**src/common/muldiv_settings.svh**
```systemverilog
// Build-time constants for the RV32M multiply/divide unit.
// Included by the package and by every module that sizes logic from them.
`ifndef MULDIV_SETTINGS_SVH
`define MULDIV_SETTINGS_SVH

`define MULDIV_DATA_WIDTH 32  // Operand and result width.
`define MULDIV_DIV_STEPS  32  // One divider iteration per quotient bit.

// RV32M funct3 operation codes.
`define FUNCT3_MUL    3'b000  // SxS, low word.
`define FUNCT3_MULH   3'b001  // SxS, high word.
`define FUNCT3_MULHSU 3'b010  // SxU, high word.
`define FUNCT3_MULHU  3'b011  // UxU, high word.
`define FUNCT3_DIV    3'b100  // Signed quotient.
`define FUNCT3_DIVU   3'b101  // Unsigned quotient.
`define FUNCT3_REM    3'b110  // Signed remainder.
`define FUNCT3_REMU   3'b111  // Unsigned remainder.

`endif

```
**src/common/muldiv_pkg.sv**
```systemverilog
// Shared types of the multiply/divide unit.
// Modules pull these in with a wildcard import in their header.
`include "muldiv_settings.svh"

package muldiv_pkg;

    // One data word, as seen on rs1, rs2 and the result.
    typedef logic [`MULDIV_DATA_WIDTH-1:0] word_t;

    // Full width product.
    typedef logic [2*`MULDIV_DATA_WIDTH-1:0] dword_t;

    // Divider iteration count, wide enough to hold MULDIV_DIV_STEPS itself.
    typedef logic [5:0] step_cnt_t;

    // Operation selected by funct3.
    typedef enum logic [2:0] {
        OP_MUL    = `FUNCT3_MUL,
        OP_MULH   = `FUNCT3_MULH,
        OP_MULHSU = `FUNCT3_MULHSU,
        OP_MULHU  = `FUNCT3_MULHU,
        OP_DIV    = `FUNCT3_DIV,
        OP_DIVU   = `FUNCT3_DIVU,
        OP_REM    = `FUNCT3_REM,
        OP_REMU   = `FUNCT3_REMU
    } muldiv_op_e;

    // Divider sequencing states.
    typedef enum logic [1:0] {
        DIV_IDLE = 2'b00,  // Waiting for a gated start.
        DIV_RUN  = 2'b01,  // One shift-subtract step per cycle.
        DIV_DONE = 2'b10   // Results final, busy drops next cycle.
    } div_state_e;

endpackage

```
**src/muldiv/div_ctrl_fsm.sv**
```systemverilog
// Sequencer for one division: load, MULDIV_DIV_STEPS shift steps, then done.
// Start must only arrive while idle; the top gates it with busy.
module div_ctrl_fsm
    import muldiv_pkg::*;
(
    input  logic clk,
    input  logic rstLow,
    input  logic div_start_i,   // Gated start from the top.
    input  logic last_step_i,   // Counter is at its final step.
    output logic load_o,        // Capture operands into the datapath.
    output logic shift_en_o,    // One shift-subtract step.
    output logic step_clear_o,  // Reset the step counter.
    output logic step_en_o,     // Advance the step counter.
    output logic div_busy_o
);

    div_state_e state_q;
    div_state_e state_d;

    always_ff @(posedge clk or negedge rstLow) begin
        if (!rstLow) state_q <= DIV_IDLE;
        else         state_q <= state_d;
    end

    always_comb begin
        state_d      = state_q;
        load_o       = 1'b0;
        step_clear_o = 1'b0;
        shift_en_o   = 1'b0;
        step_en_o    = 1'b0;
        case (state_q)
            DIV_IDLE: begin
                if (div_start_i) begin
                    load_o       = 1'b1;  // Operands land on this edge.
                    step_clear_o = 1'b1;
                    state_d      = DIV_RUN;
                end
            end
            DIV_RUN: begin
                shift_en_o = 1'b1;
                step_en_o  = 1'b1;
                if (last_step_i) state_d = DIV_DONE;
            end
            DIV_DONE: state_d = DIV_IDLE;  // Registers are final here.
            default:  state_d = DIV_IDLE;
        endcase
    end

    assign div_busy_o = (state_q != DIV_IDLE);

    // The top's busy gating keeps starts out of RUN and DONE.
    a_start_only_idle: assert property (
        @(posedge clk) disable iff (!rstLow) div_start_i |-> state_q == DIV_IDLE
    );

endmodule

```
**src/muldiv/div_restoring_dp.sv**
```systemverilog
// Restoring shift-subtract divider datapath on unsigned operands.
// Results stay in place until the next load.
`include "muldiv_settings.svh"

module div_restoring_dp
    import muldiv_pkg::*;
(
    input  logic  clk,
    input  logic  rstLow,
    input  logic  load_i,       // Capture new operands.
    input  logic  shift_en_i,   // Perform one step.
    input  word_t dividend_i,
    input  word_t divisor_i,
    output word_t quotient_o,
    output word_t remainder_o
);

    localparam int W = `MULDIV_DATA_WIDTH;

    word_t       rem_q;    // Partial remainder.
    word_t       quo_q;    // Dividend shifts out, quotient bits shift in.
    word_t       div_q;    // Divisor held for the whole division.
    logic [W:0]  shifted;  // Remainder with next dividend bit appended.
    logic [W:0]  trial;    // Shifted remainder minus divisor.
    logic        fits;     // Divisor fits, subtraction is kept.

    assign shifted = {rem_q, quo_q[W-1]};
    assign trial   = shifted - {1'b0, div_q};
    assign fits    = ~trial[W];  // Non-negative trial result.

    always_ff @(posedge clk or negedge rstLow) begin
        if (!rstLow) begin
            rem_q <= '0;
            quo_q <= '0;
            div_q <= '0;
        end else if (load_i) begin
            rem_q <= '0;
            quo_q <= dividend_i;
            div_q <= divisor_i;
        end else if (shift_en_i) begin
            // Partial remainder stays below the divisor, so W bits suffice.
            rem_q <= fits ? trial[W-1:0] : shifted[W-1:0];
            quo_q <= {quo_q[W-2:0], fits};
        end
    end

    assign quotient_o  = quo_q;
    assign remainder_o = rem_q;

endmodule

```
**src/muldiv/div_step_counter.sv**
```systemverilog
// Iteration counter of the divider, flags the last shift step.
`include "muldiv_settings.svh"

module div_step_counter
    import muldiv_pkg::*;
(
    input  logic clk,
    input  logic rstLow,
    input  logic clear_i,     // Restart at zero on load.
    input  logic en_i,        // One step taken.
    output logic last_step_o  // Current step is the final one.
);

    step_cnt_t count_q;

    always_ff @(posedge clk or negedge rstLow) begin
        if (!rstLow) begin
            count_q <= '0;
        end else if (clear_i) begin
            count_q <= '0;
        end else if (en_i) begin
            count_q <= count_q + 1'b1;
        end
    end

    assign last_step_o = (count_q == step_cnt_t'(`MULDIV_DIV_STEPS - 1));

    // FSM leaves RUN on the last step, so the count stops at the step total.
    a_count_bound: assert property (
        @(posedge clk) disable iff (!rstLow) count_q <= step_cnt_t'(`MULDIV_DIV_STEPS)
    );

endmodule

```
**src/muldiv/muldiv_unit.sv**
```systemverilog
// RV32M execution unit with single-cycle multiply and multi-cycle restoring divide.
// The core holds the operands while start_i is high and polls busy_o.
`include "muldiv_settings.svh"

module muldiv_unit
    import muldiv_pkg::*;
(
    input  word_t      rs1_i,     // Multiplicand or dividend.
    input  word_t      rs2_i,     // Multiplier or divisor.
    input  muldiv_op_e funct3_i,  // Operation select.
    input  logic       start_i,   // Level strobe from the core.
    input  logic       clk,
    input  logic       rstLow,
    output word_t      c_o,       // Result.
    output logic       busy_o     // High while a division is running.
);

    localparam int MSB = `MULDIV_DATA_WIDTH - 1;

    // **************************************************
    // Operand sign handling
    // **************************************************
    logic  rs1_signed;  // rs1 read as two's complement.
    logic  rs2_signed;
    logic  sign_a;      // rs1 is a negative signed operand.
    logic  sign_b;
    word_t a;           // Magnitude fed to multiplier and divider.
    word_t b;

    assign rs1_signed = (funct3_i == OP_MUL) || (funct3_i == OP_MULH) ||
                        (funct3_i == OP_MULHSU) || (funct3_i == OP_DIV) ||
                        (funct3_i == OP_REM);
    assign rs2_signed = (funct3_i == OP_MUL) || (funct3_i == OP_MULH) ||
                        (funct3_i == OP_DIV) || (funct3_i == OP_REM);

    assign sign_a = rs1_signed & rs1_i[MSB];
    assign sign_b = rs2_signed & rs2_i[MSB];
    assign a      = sign_a ? (~rs1_i + 1'b1) : rs1_i;
    assign b      = sign_b ? (~rs2_i + 1'b1) : rs2_i;

    // **************************************************
    // Multiplier
    // **************************************************
    dword_t prod_u;  // Unsigned magnitude product.
    dword_t prod_s;  // Product with the sign put back.

    assign prod_u = dword_t'(a) * dword_t'(b);
    assign prod_s = (sign_a ^ sign_b) ? (~prod_u + 1'b1) : prod_u;

    // **************************************************
    // Division special cases and result reuse
    // **************************************************
    logic  is_div;
    logic  div0;       // Divisor is zero.
    logic  div_ovf;    // Most negative value over minus one in a signed op.
    logic  reuse_hit;  // Divider already holds this result.
    logic  div_start;  // Gated start to the FSM.
    logic  div_busy;
    word_t prev_a;     // Magnitudes of the last started division.
    word_t prev_b;

    assign is_div  = funct3_i[2];
    assign div0    = (rs2_i == '0);
    assign div_ovf = ~funct3_i[0] &
                     (rs1_i == {1'b1, {MSB{1'b0}}}) & (rs2_i == '1);

    // Magnitudes serve DIV and DIVU alike. The sign is applied afterwards.
    assign reuse_hit = (prev_a == a) && (prev_b == b);

    assign div_start = start_i & is_div & ~div0 & ~div_ovf & ~reuse_hit & ~div_busy;
    assign busy_o    = div_start | div_busy;  // High already in the start cycle.

    always_ff @(posedge clk or negedge rstLow) begin
        if (!rstLow) begin
            prev_a <= '0;
            prev_b <= '0;  // Zero divisor is a special case, so no false hit.
        end else if (div_start) begin
            prev_a <= a;
            prev_b <= b;
        end
    end

    // **************************************************
    // Divider
    // **************************************************
    logic  load;
    logic  shift_en;
    logic  step_clear;
    logic  step_en;
    logic  last_step;
    word_t quo;  // Unsigned quotient.
    word_t rem;  // Unsigned remainder.

    div_ctrl_fsm u_fsm (
        .clk          (clk),
        .rstLow       (rstLow),
        .div_start_i  (div_start),
        .last_step_i  (last_step),
        .load_o       (load),
        .shift_en_o   (shift_en),
        .step_clear_o (step_clear),
        .step_en_o    (step_en),
        .div_busy_o   (div_busy)
    );

    div_step_counter u_cnt (
        .clk         (clk),
        .rstLow      (rstLow),
        .clear_i     (step_clear),
        .en_i        (step_en),
        .last_step_o (last_step)
    );

    div_restoring_dp u_dp (
        .clk         (clk),
        .rstLow      (rstLow),
        .load_i      (load),
        .shift_en_i  (shift_en),
        .dividend_i  (a),
        .divisor_i   (b),
        .quotient_o  (quo),
        .remainder_o (rem)
    );

    // **************************************************
    // Result selection
    // **************************************************
    word_t q_out;
    word_t r_out;

    always_comb begin
        if (div0) begin
            q_out = '1;     // Quotient of all ones.
            r_out = rs1_i;  // Remainder is the dividend.
        end else if (div_ovf) begin
            q_out = rs1_i;
            r_out = '0;
        end else begin
            q_out = (sign_a ^ sign_b) ? (~quo + 1'b1) : quo;
            r_out = sign_a ? (~rem + 1'b1) : rem;  // Remainder follows the dividend.
        end
    end

    always_comb begin
        case (funct3_i)
            OP_MUL:                    c_o = prod_s[MSB:0];
            OP_MULH, OP_MULHSU:        c_o = prod_s[2*MSB+1:MSB+1];
            OP_MULHU:                  c_o = prod_u[2*MSB+1:MSB+1];
            OP_DIV, OP_DIVU:           c_o = q_out;
            default:                   c_o = r_out;  // REM and REMU.
        endcase
    end

    // No divider activity survives a reset.
    a_busy_after_reset: assert property (
        @(posedge clk) !$past(rstLow) && rstLow |-> !busy_o
    );

endmodule

```
**config.mk**
```make
export PLATFORM = sky130hd
export DESIGN_NAME = muldiv_unit
export DESIGN_NICKNAME = d
export VERILOG_FILES = /design/src/common/muldiv_pkg.sv /design/src/muldiv/div_ctrl_fsm.sv /design/src/muldiv/div_restoring_dp.sv /design/src/muldiv/div_step_counter.sv /design/src/muldiv/muldiv_unit.sv
export VERILOG_INCLUDE_DIRS = /design/src /design/src/common
export SDC_FILE = /design/constraint.sdc
export NUM_CORES = 2
export LEC_CHECK = 0
export BUFFER_PORTS_ARGS = -buffer_cell sky130_fd_sc_hd__buf_2
export CAP_MARGIN = 20
export CORE_UTILIZATION = 34
export CTS_CLUSTER_SIZE = 16
export DETAILED_ROUTE_END_ITERATION = 8
export SETUP_SLACK_MARGIN = 0.2
export SLEW_MARGIN = 25
export SYNTH_ARGS = -nofsm -noshare
export SYNTH_HDL_FRONTEND = slang
export SYNTH_HIERARCHICAL = 1
export SYNTH_SLANG_ARGS = --single-unit
```
**constraint.sdc**
```tcl
create_clock -name clk -period 31.2 [get_ports clk]
set_clock_uncertainty 0.05 [all_clocks]
set_input_delay 3.12 -clock clk [delete_from_list [all_inputs] [get_ports clk]]
set_output_delay 3.12 -clock clk [all_outputs]
set_load 0.02 [all_outputs]
```
==> After elaboration in Yosys (flattened, before gate mapping) <==
Cells that the tools add are included.
{ "classes": {"n_addsub": 7, "n_mul": 1, "n_eq_ne": 14, "mux": 23, "bitwise_logic": 22, "n_reduce_logical": 15} }
{ "op_table": {"columns": ["operator", "n"], "rows": [
  ["$mux 32", 13],
  ["$add 32x1->32 const B", 4],
  ["$not 32->32", 4],
  ["$pmux 32 s4", 1],
  ["$add 64x1->64 const B", 1],
  ["$eq 32x32->1", 2],
  ["$eq 32x32->1 const B", 2],
  ["$mul 32x32->64", 1],
  ["$mux 64", 1],
  ["$not 64->64", 1],
  ["$sub 33x32->33", 1],
  ["$logic_not 32->1", 1],
  ["$mux 6", 2],
  ["$and 1x1->1", 9],
  ["$eq 3x3->1 const B", 3],
  ["$add 6x1->6 const B", 1],
  ["$eq 3x2->1 const B", 2],
  ["$eq 6x5->1 const B", 1],
  ["$logic_or 1x1->1", 6],
  ["$not 1->1", 6],
  ["$mux 2", 2],
  ["$ne 2x2->1 const B", 2],
  ["$pmux 2 s2", 1],
  ["$reduce_bool 2->1", 2],
  ["other kinds (10)", 13]
]} }
{ "word_totals": {"ff_bits": 168, "inputBits": 70, "out_inout_bits": 33, "word_cells": 89} }

==> Longest topological paths before layout <==
{ "depth": {"word_depth": 15, "mapped_depth": 42, "depth_no_buf": 36} }

==> Modules after synthesis <==
The synthesis kept the hierarchy.
{ "modules_own_cells": {"columns": ["module", "instances", "cells_per_inst", "area_per_inst_um2", "seq_area_each_um2"], "rows": [
  ["muldiv_unit", 1, 5216, 42615.9, 1601.5],
  ["div_restoring_dp", 1, 697, 6134.6, 2402.3],
  ["div_step_counter", 1, 27, 281.5, 150.1],
  ["div_ctrl_fsm", 1, 12, 121.4, 50.0]
]} }

==> Worst setup path before layout <==
Ideal clock, no wire load.
{ "synth_path": {"path_kind": "input port to output port", "from": "in rs1_i[0]", "to": "out c_o[26]", "arrival_time_ns": 14.149, "required_time_ns": 28.030, "setup_slack_ns": 13.881, "cell_stages": 38, "n_path_buf": 5, "cell_sequence": "buf_2 > inv_1 > clkbuf_1 > ha_1 > or4b_4 > or4_1 > or3_4 > o31ai_1 > xor2_1 > inv_1 > clkbuf_1 > nand2_1 > fa_1 > inv_1 > fa_1 > inv_1 > fa_1 > fa_1 > [... 2 more ...] > fa_1 > fa_1 > fa_1 > ha_1 > clkbuf_1 > a21oi_1 > o21ai_0 > a211oi_1 > o21ba_2 > nand2_1 > xor2_1 > or3_1 > nor4_2 > nand2_1 > or4_1 > clkbuf_1 > or3_1 > o211ai_1"} }
{ "synth_via": {"elab_chain_cells": 8, "elab_cells_between_ends": 15, "cone_classes": "add/sub: 2; mul: 1; eq/ne: 1; mux: 7; bitwise: 4"} }
{ "synth_lines": {"columns": ["element", "line", "text"], "rows": [
  ["start, declared", "muldiv_unit.sv:8", "input word_t rs1_i,"],
  ["$not 32->32", "muldiv_unit.sv:38", "assign a = sign_a ? (~rs1_i + 1'b1) : rs1_i;"],
  ["$add 32x1->32", "muldiv_unit.sv:38", null],
  ["$mux 32", "muldiv_unit.sv:38", null],
  ["$mul 32x32->64", "muldiv_unit.sv:47", "assign prod_u = dword_t'(a) * dword_t'(b);"],
  ["$not 64->64", "muldiv_unit.sv:48", "assign prod_s = (sign_a ^ sign_b) ? (~prod_u + 1'b1) : prod_u;"],
  ["$add 64x1->64", "muldiv_unit.sv:48", null],
  ["$mux 64", "muldiv_unit.sv:48", null],
  ["$pmux 32 s4 *", "muldiv_unit.sv:145", "case (funct3_i)"],
  ["end, declared", "muldiv_unit.sv:14", "output word_t c_o,"]
]} }
Every way passes the cells marked *; elsewhere a longest branch is shown, timed or not.

==> Worst setup path in the final report <==
{ "layout_path": {"from": "in rs1_i[0]", "to": "out c_o[25]"} }
The elaborated chain is that of the path after synthesis.

==> results_dict.tcl <==
set metrics [dict create \
    drt_iter0_drc 4053 \
    clkTransAtPathRegs_ps 70 \
    die_w_um 382 \
    worst_pin_slew_ps 1040 \
    worst-setup-path-type "in -> out" \
    cts_tree "built" \
    avgSynthCellArea_um2 8.26 \
    ys_ff_latch 168 \
    synth_ff_type "dfrtp_1" \
    first_global_vias 44300 \
    crit_fanout 23 \
    synth_fp_nets 7221 \
    wl_per_cell_um 25.7 \
    rsz0062_at_grt "no" \
    setup_slack_ps 10820 \
    postCtsSetupBuffers 0 \
    crit_path_frequent_cell "fa_1" \
    nets 7142 \
    required_ps 28030 \
    overflow 0 \
    detail-route-antenna-nets 0 \
    antenna_found_initial 25 \
    yosysSeqAreaShare 0.0855 \
    area_growth_pct 7.40 \
    h-tree-depth 4 \
    layout_common_cells "inv_1 (976), fa_1 (897), nor2_1 (803)" \
    die-area_um2 146000 \
    wirelength_mm 200 \
    worst_setup_path_end_kind "output port" \
    yosys_warnings 6 \
    cap_violations 0 \
    postCtsHoldBufs 0 \
    grt_pass1_wl_mm 295 \
    die_h_um 382 \
    cts_buffer_depth 2 \
    first_pass_iters 8 \
    cts_made_buffers 17 \
    arrival_ps 17210 \
    syn_inst 5952 \
    cp-start-kind "input port" \
    finalHoldViolCount 0 \
    via_count 43700 \
    period_minus_slack_ps 20380 \
    post-place-ws_ps 11360 \
    post-route-drc-count 0 \
    layout-drive-gt1-share 0.0683 \
    cp_slowest_cell "clkinv_1" \
    ctsResizeCount 0 \
    grt_max_degree 104 \
    grt_usage 0.274 \
    core_area_um2 143000 \
    maxSlewHeadroom 0.289 \
    io_pins 103 \
    hpwl_mm 160 \
    gp_congestion 1.00 \
    port_buffers 102 \
    fin_tns_setup_ps 0 \
    fillCellCount 14800 \
    cts.sinks 168 \
    status "completed" \
    synth-edff-count 0 \
    vias_per_cell 5.61 \
    setup_viol 0 \
    maxSlewViolCount 0 \
    fmax_mhz 49.1 \
    timing.final.crit_share 0.653 \
    std_cell_rows 139 \
    clk_latency_ps 500 \
    synthDistinctLibCells 102 \
    synth_area_um2 49200 \
    cts_root_buf "clkbuf_16" \
    critPathMaxStageDelay_ps 850 \
    hold_path_class "reg -> reg" \
    final_common_cell "inv_1" \
    async_reset_ff_frac 1.00 \
    start_util 0.343 \
]
==> routing by layer <==
| layer | share of wire | track usage |
|---|---|---|
| met5 | 0.00061 | 0 |
| met4 | 0.054 | 0.132 |
| met3 | 0.10 | 0.0781 |
| met2 | 0.44 | 0.420 |
| met1 | 0.40 | 0.355 |
==> worst max-delay path: cells and delay by family <==
family | cells | cell delay, ps
compound gates | 7 | 2730
xor+xnor | 2 | 450
fa+ha+maj | 10 | 4530
buf+inv | 12 | 2470
mux | 1 | 110
simple gates | 8 | 3730
==> state kept, by name (all words and copies together), names as in the netlist <==
name,flops
prev_a,32
prev_b,32
u_dp/div_q,32
u_dp/quotient_o,32
u_dp/remainder_o,32
u_cnt/count_q,6
u_fsm/state_q,2
==> Yosys cell counts (24+ instances only) <==
| cell type | instances | area [µm²] |
|---|---|---|
| mux2i_1 | 71 | 711 |
| o31ai_1 | 30 | 225 |
| o21ai_0 | 254 | 1270 |
| or3_1 | 30 | 188 |
| mux2_1 | 49 | 552 |
| o211ai_1 | 32 | 240 |
| nor4_1 | 50 | 313 |
| nor3_1 | 83 | 415 |
| a21o_1 | 24 | 180 |
| nand2b_1 | 28 | 175 |
| nor2_1 | 804 | 3020 |
| a21oi_1 | 221 | 1110 |
| o21a_1 | 25 | 188 |
| a211oi_1 | 64 | 480 |
| dfrtp_1 | 168 | 4200 |
| fa_1 | 897 | 18000 |
| inv_1 | 979 | 3670 |
| nand3_1 | 41 | 205 |
| and2_1 | 25 | 156 |
| clkbuf_1 | 290 | 1090 |
| nand2_1 | 707 | 2650 |
| a31oi_1 | 28 | 175 |
| ha_1 | 302 | 3780 |
| nand4_1 | 65 | 407 |
| xnor2_1 | 167 | 1460 |
| xor2_1 | 120 | 1050 |
==> worst paths after layout <==
| check | start | end | slack, ps | cells after the start |
|---|---|---|---|---|
| worst max-delay path | rs1_i[0] | c_o[25] | 10820 | 40 |
| worst min-delay path | u_fsm/state_q[1] | u_fsm/state_q[0] | 450 | 1 |
| worst max register to register | prev_a[27] | u_dp/quotient_o[28] | 25160 | 19 |
| worst min register to register | u_fsm/state_q[1] | u_fsm/state_q[0] | 450 | 1 |
| max in group asynchronous | rstLow | u_dp/quotient_o[2] | 27160 | 3 |
| min in group asynchronous | rstLow | prev_b[15] | 2670 | 1 |
==> cells by family (layout without fill, tap and decap cells) <==
| family | Yosys count | count (layout) | share of synthesized area |
|---|---|---|---|
| and+or+nand+nor | 1960 | 1960 | 0.173 |
| adders and majority gates | 1200 | 1200 | 0.442 |
| AOI/OAI and AO/OA | 861 | 861 | 0.111 |
| other | 0 | 10 | 0 |
| buffers and inverters | 1332 | 1266 | 0.105 |
| muxes | 140 | 140 | 0.0303 |
| xor gates and xnor gates | 291 | 291 | 0.0527 |
| DFF | 168 | 168 | 0.0855 |
==> layout make-up <==
class | count | area [µm²] | share of cell area
antenna | 10 | 25.0 | 0.000474
clock buffer | 18 | 439 | 0.00832
clock inverter | 14 | 133 | 0.00251
inverter | 991 | 3720 | 0.0705
multi-input combinational | 4452 | 40300 | 0.763
sequential | 168 | 4200 | 0.0796
tap | 1903 | 2380 | 0.0451
timing repair buffer | 243 | 1600 | 0.0303
==> metrics by stage <==
stage | util | cell area, µm² | hold WS, ps | std cells
floorplan | - | 49200 | 424 | 5952
global placement | 0.363 | 52100 | 440 | 7756
detailed placement | 0.364 | 52200 | 445 | 7756
CTS | 0.368 | 52700 | 463 | 7788
global route | 0.368 | 52800 | 482 | 7791
finish | 0.368 | 52800 | 455 | 7799
Power is not shown: default switching activity piles up to over one toggle a cycle in this logic, so the estimate is an artifact.
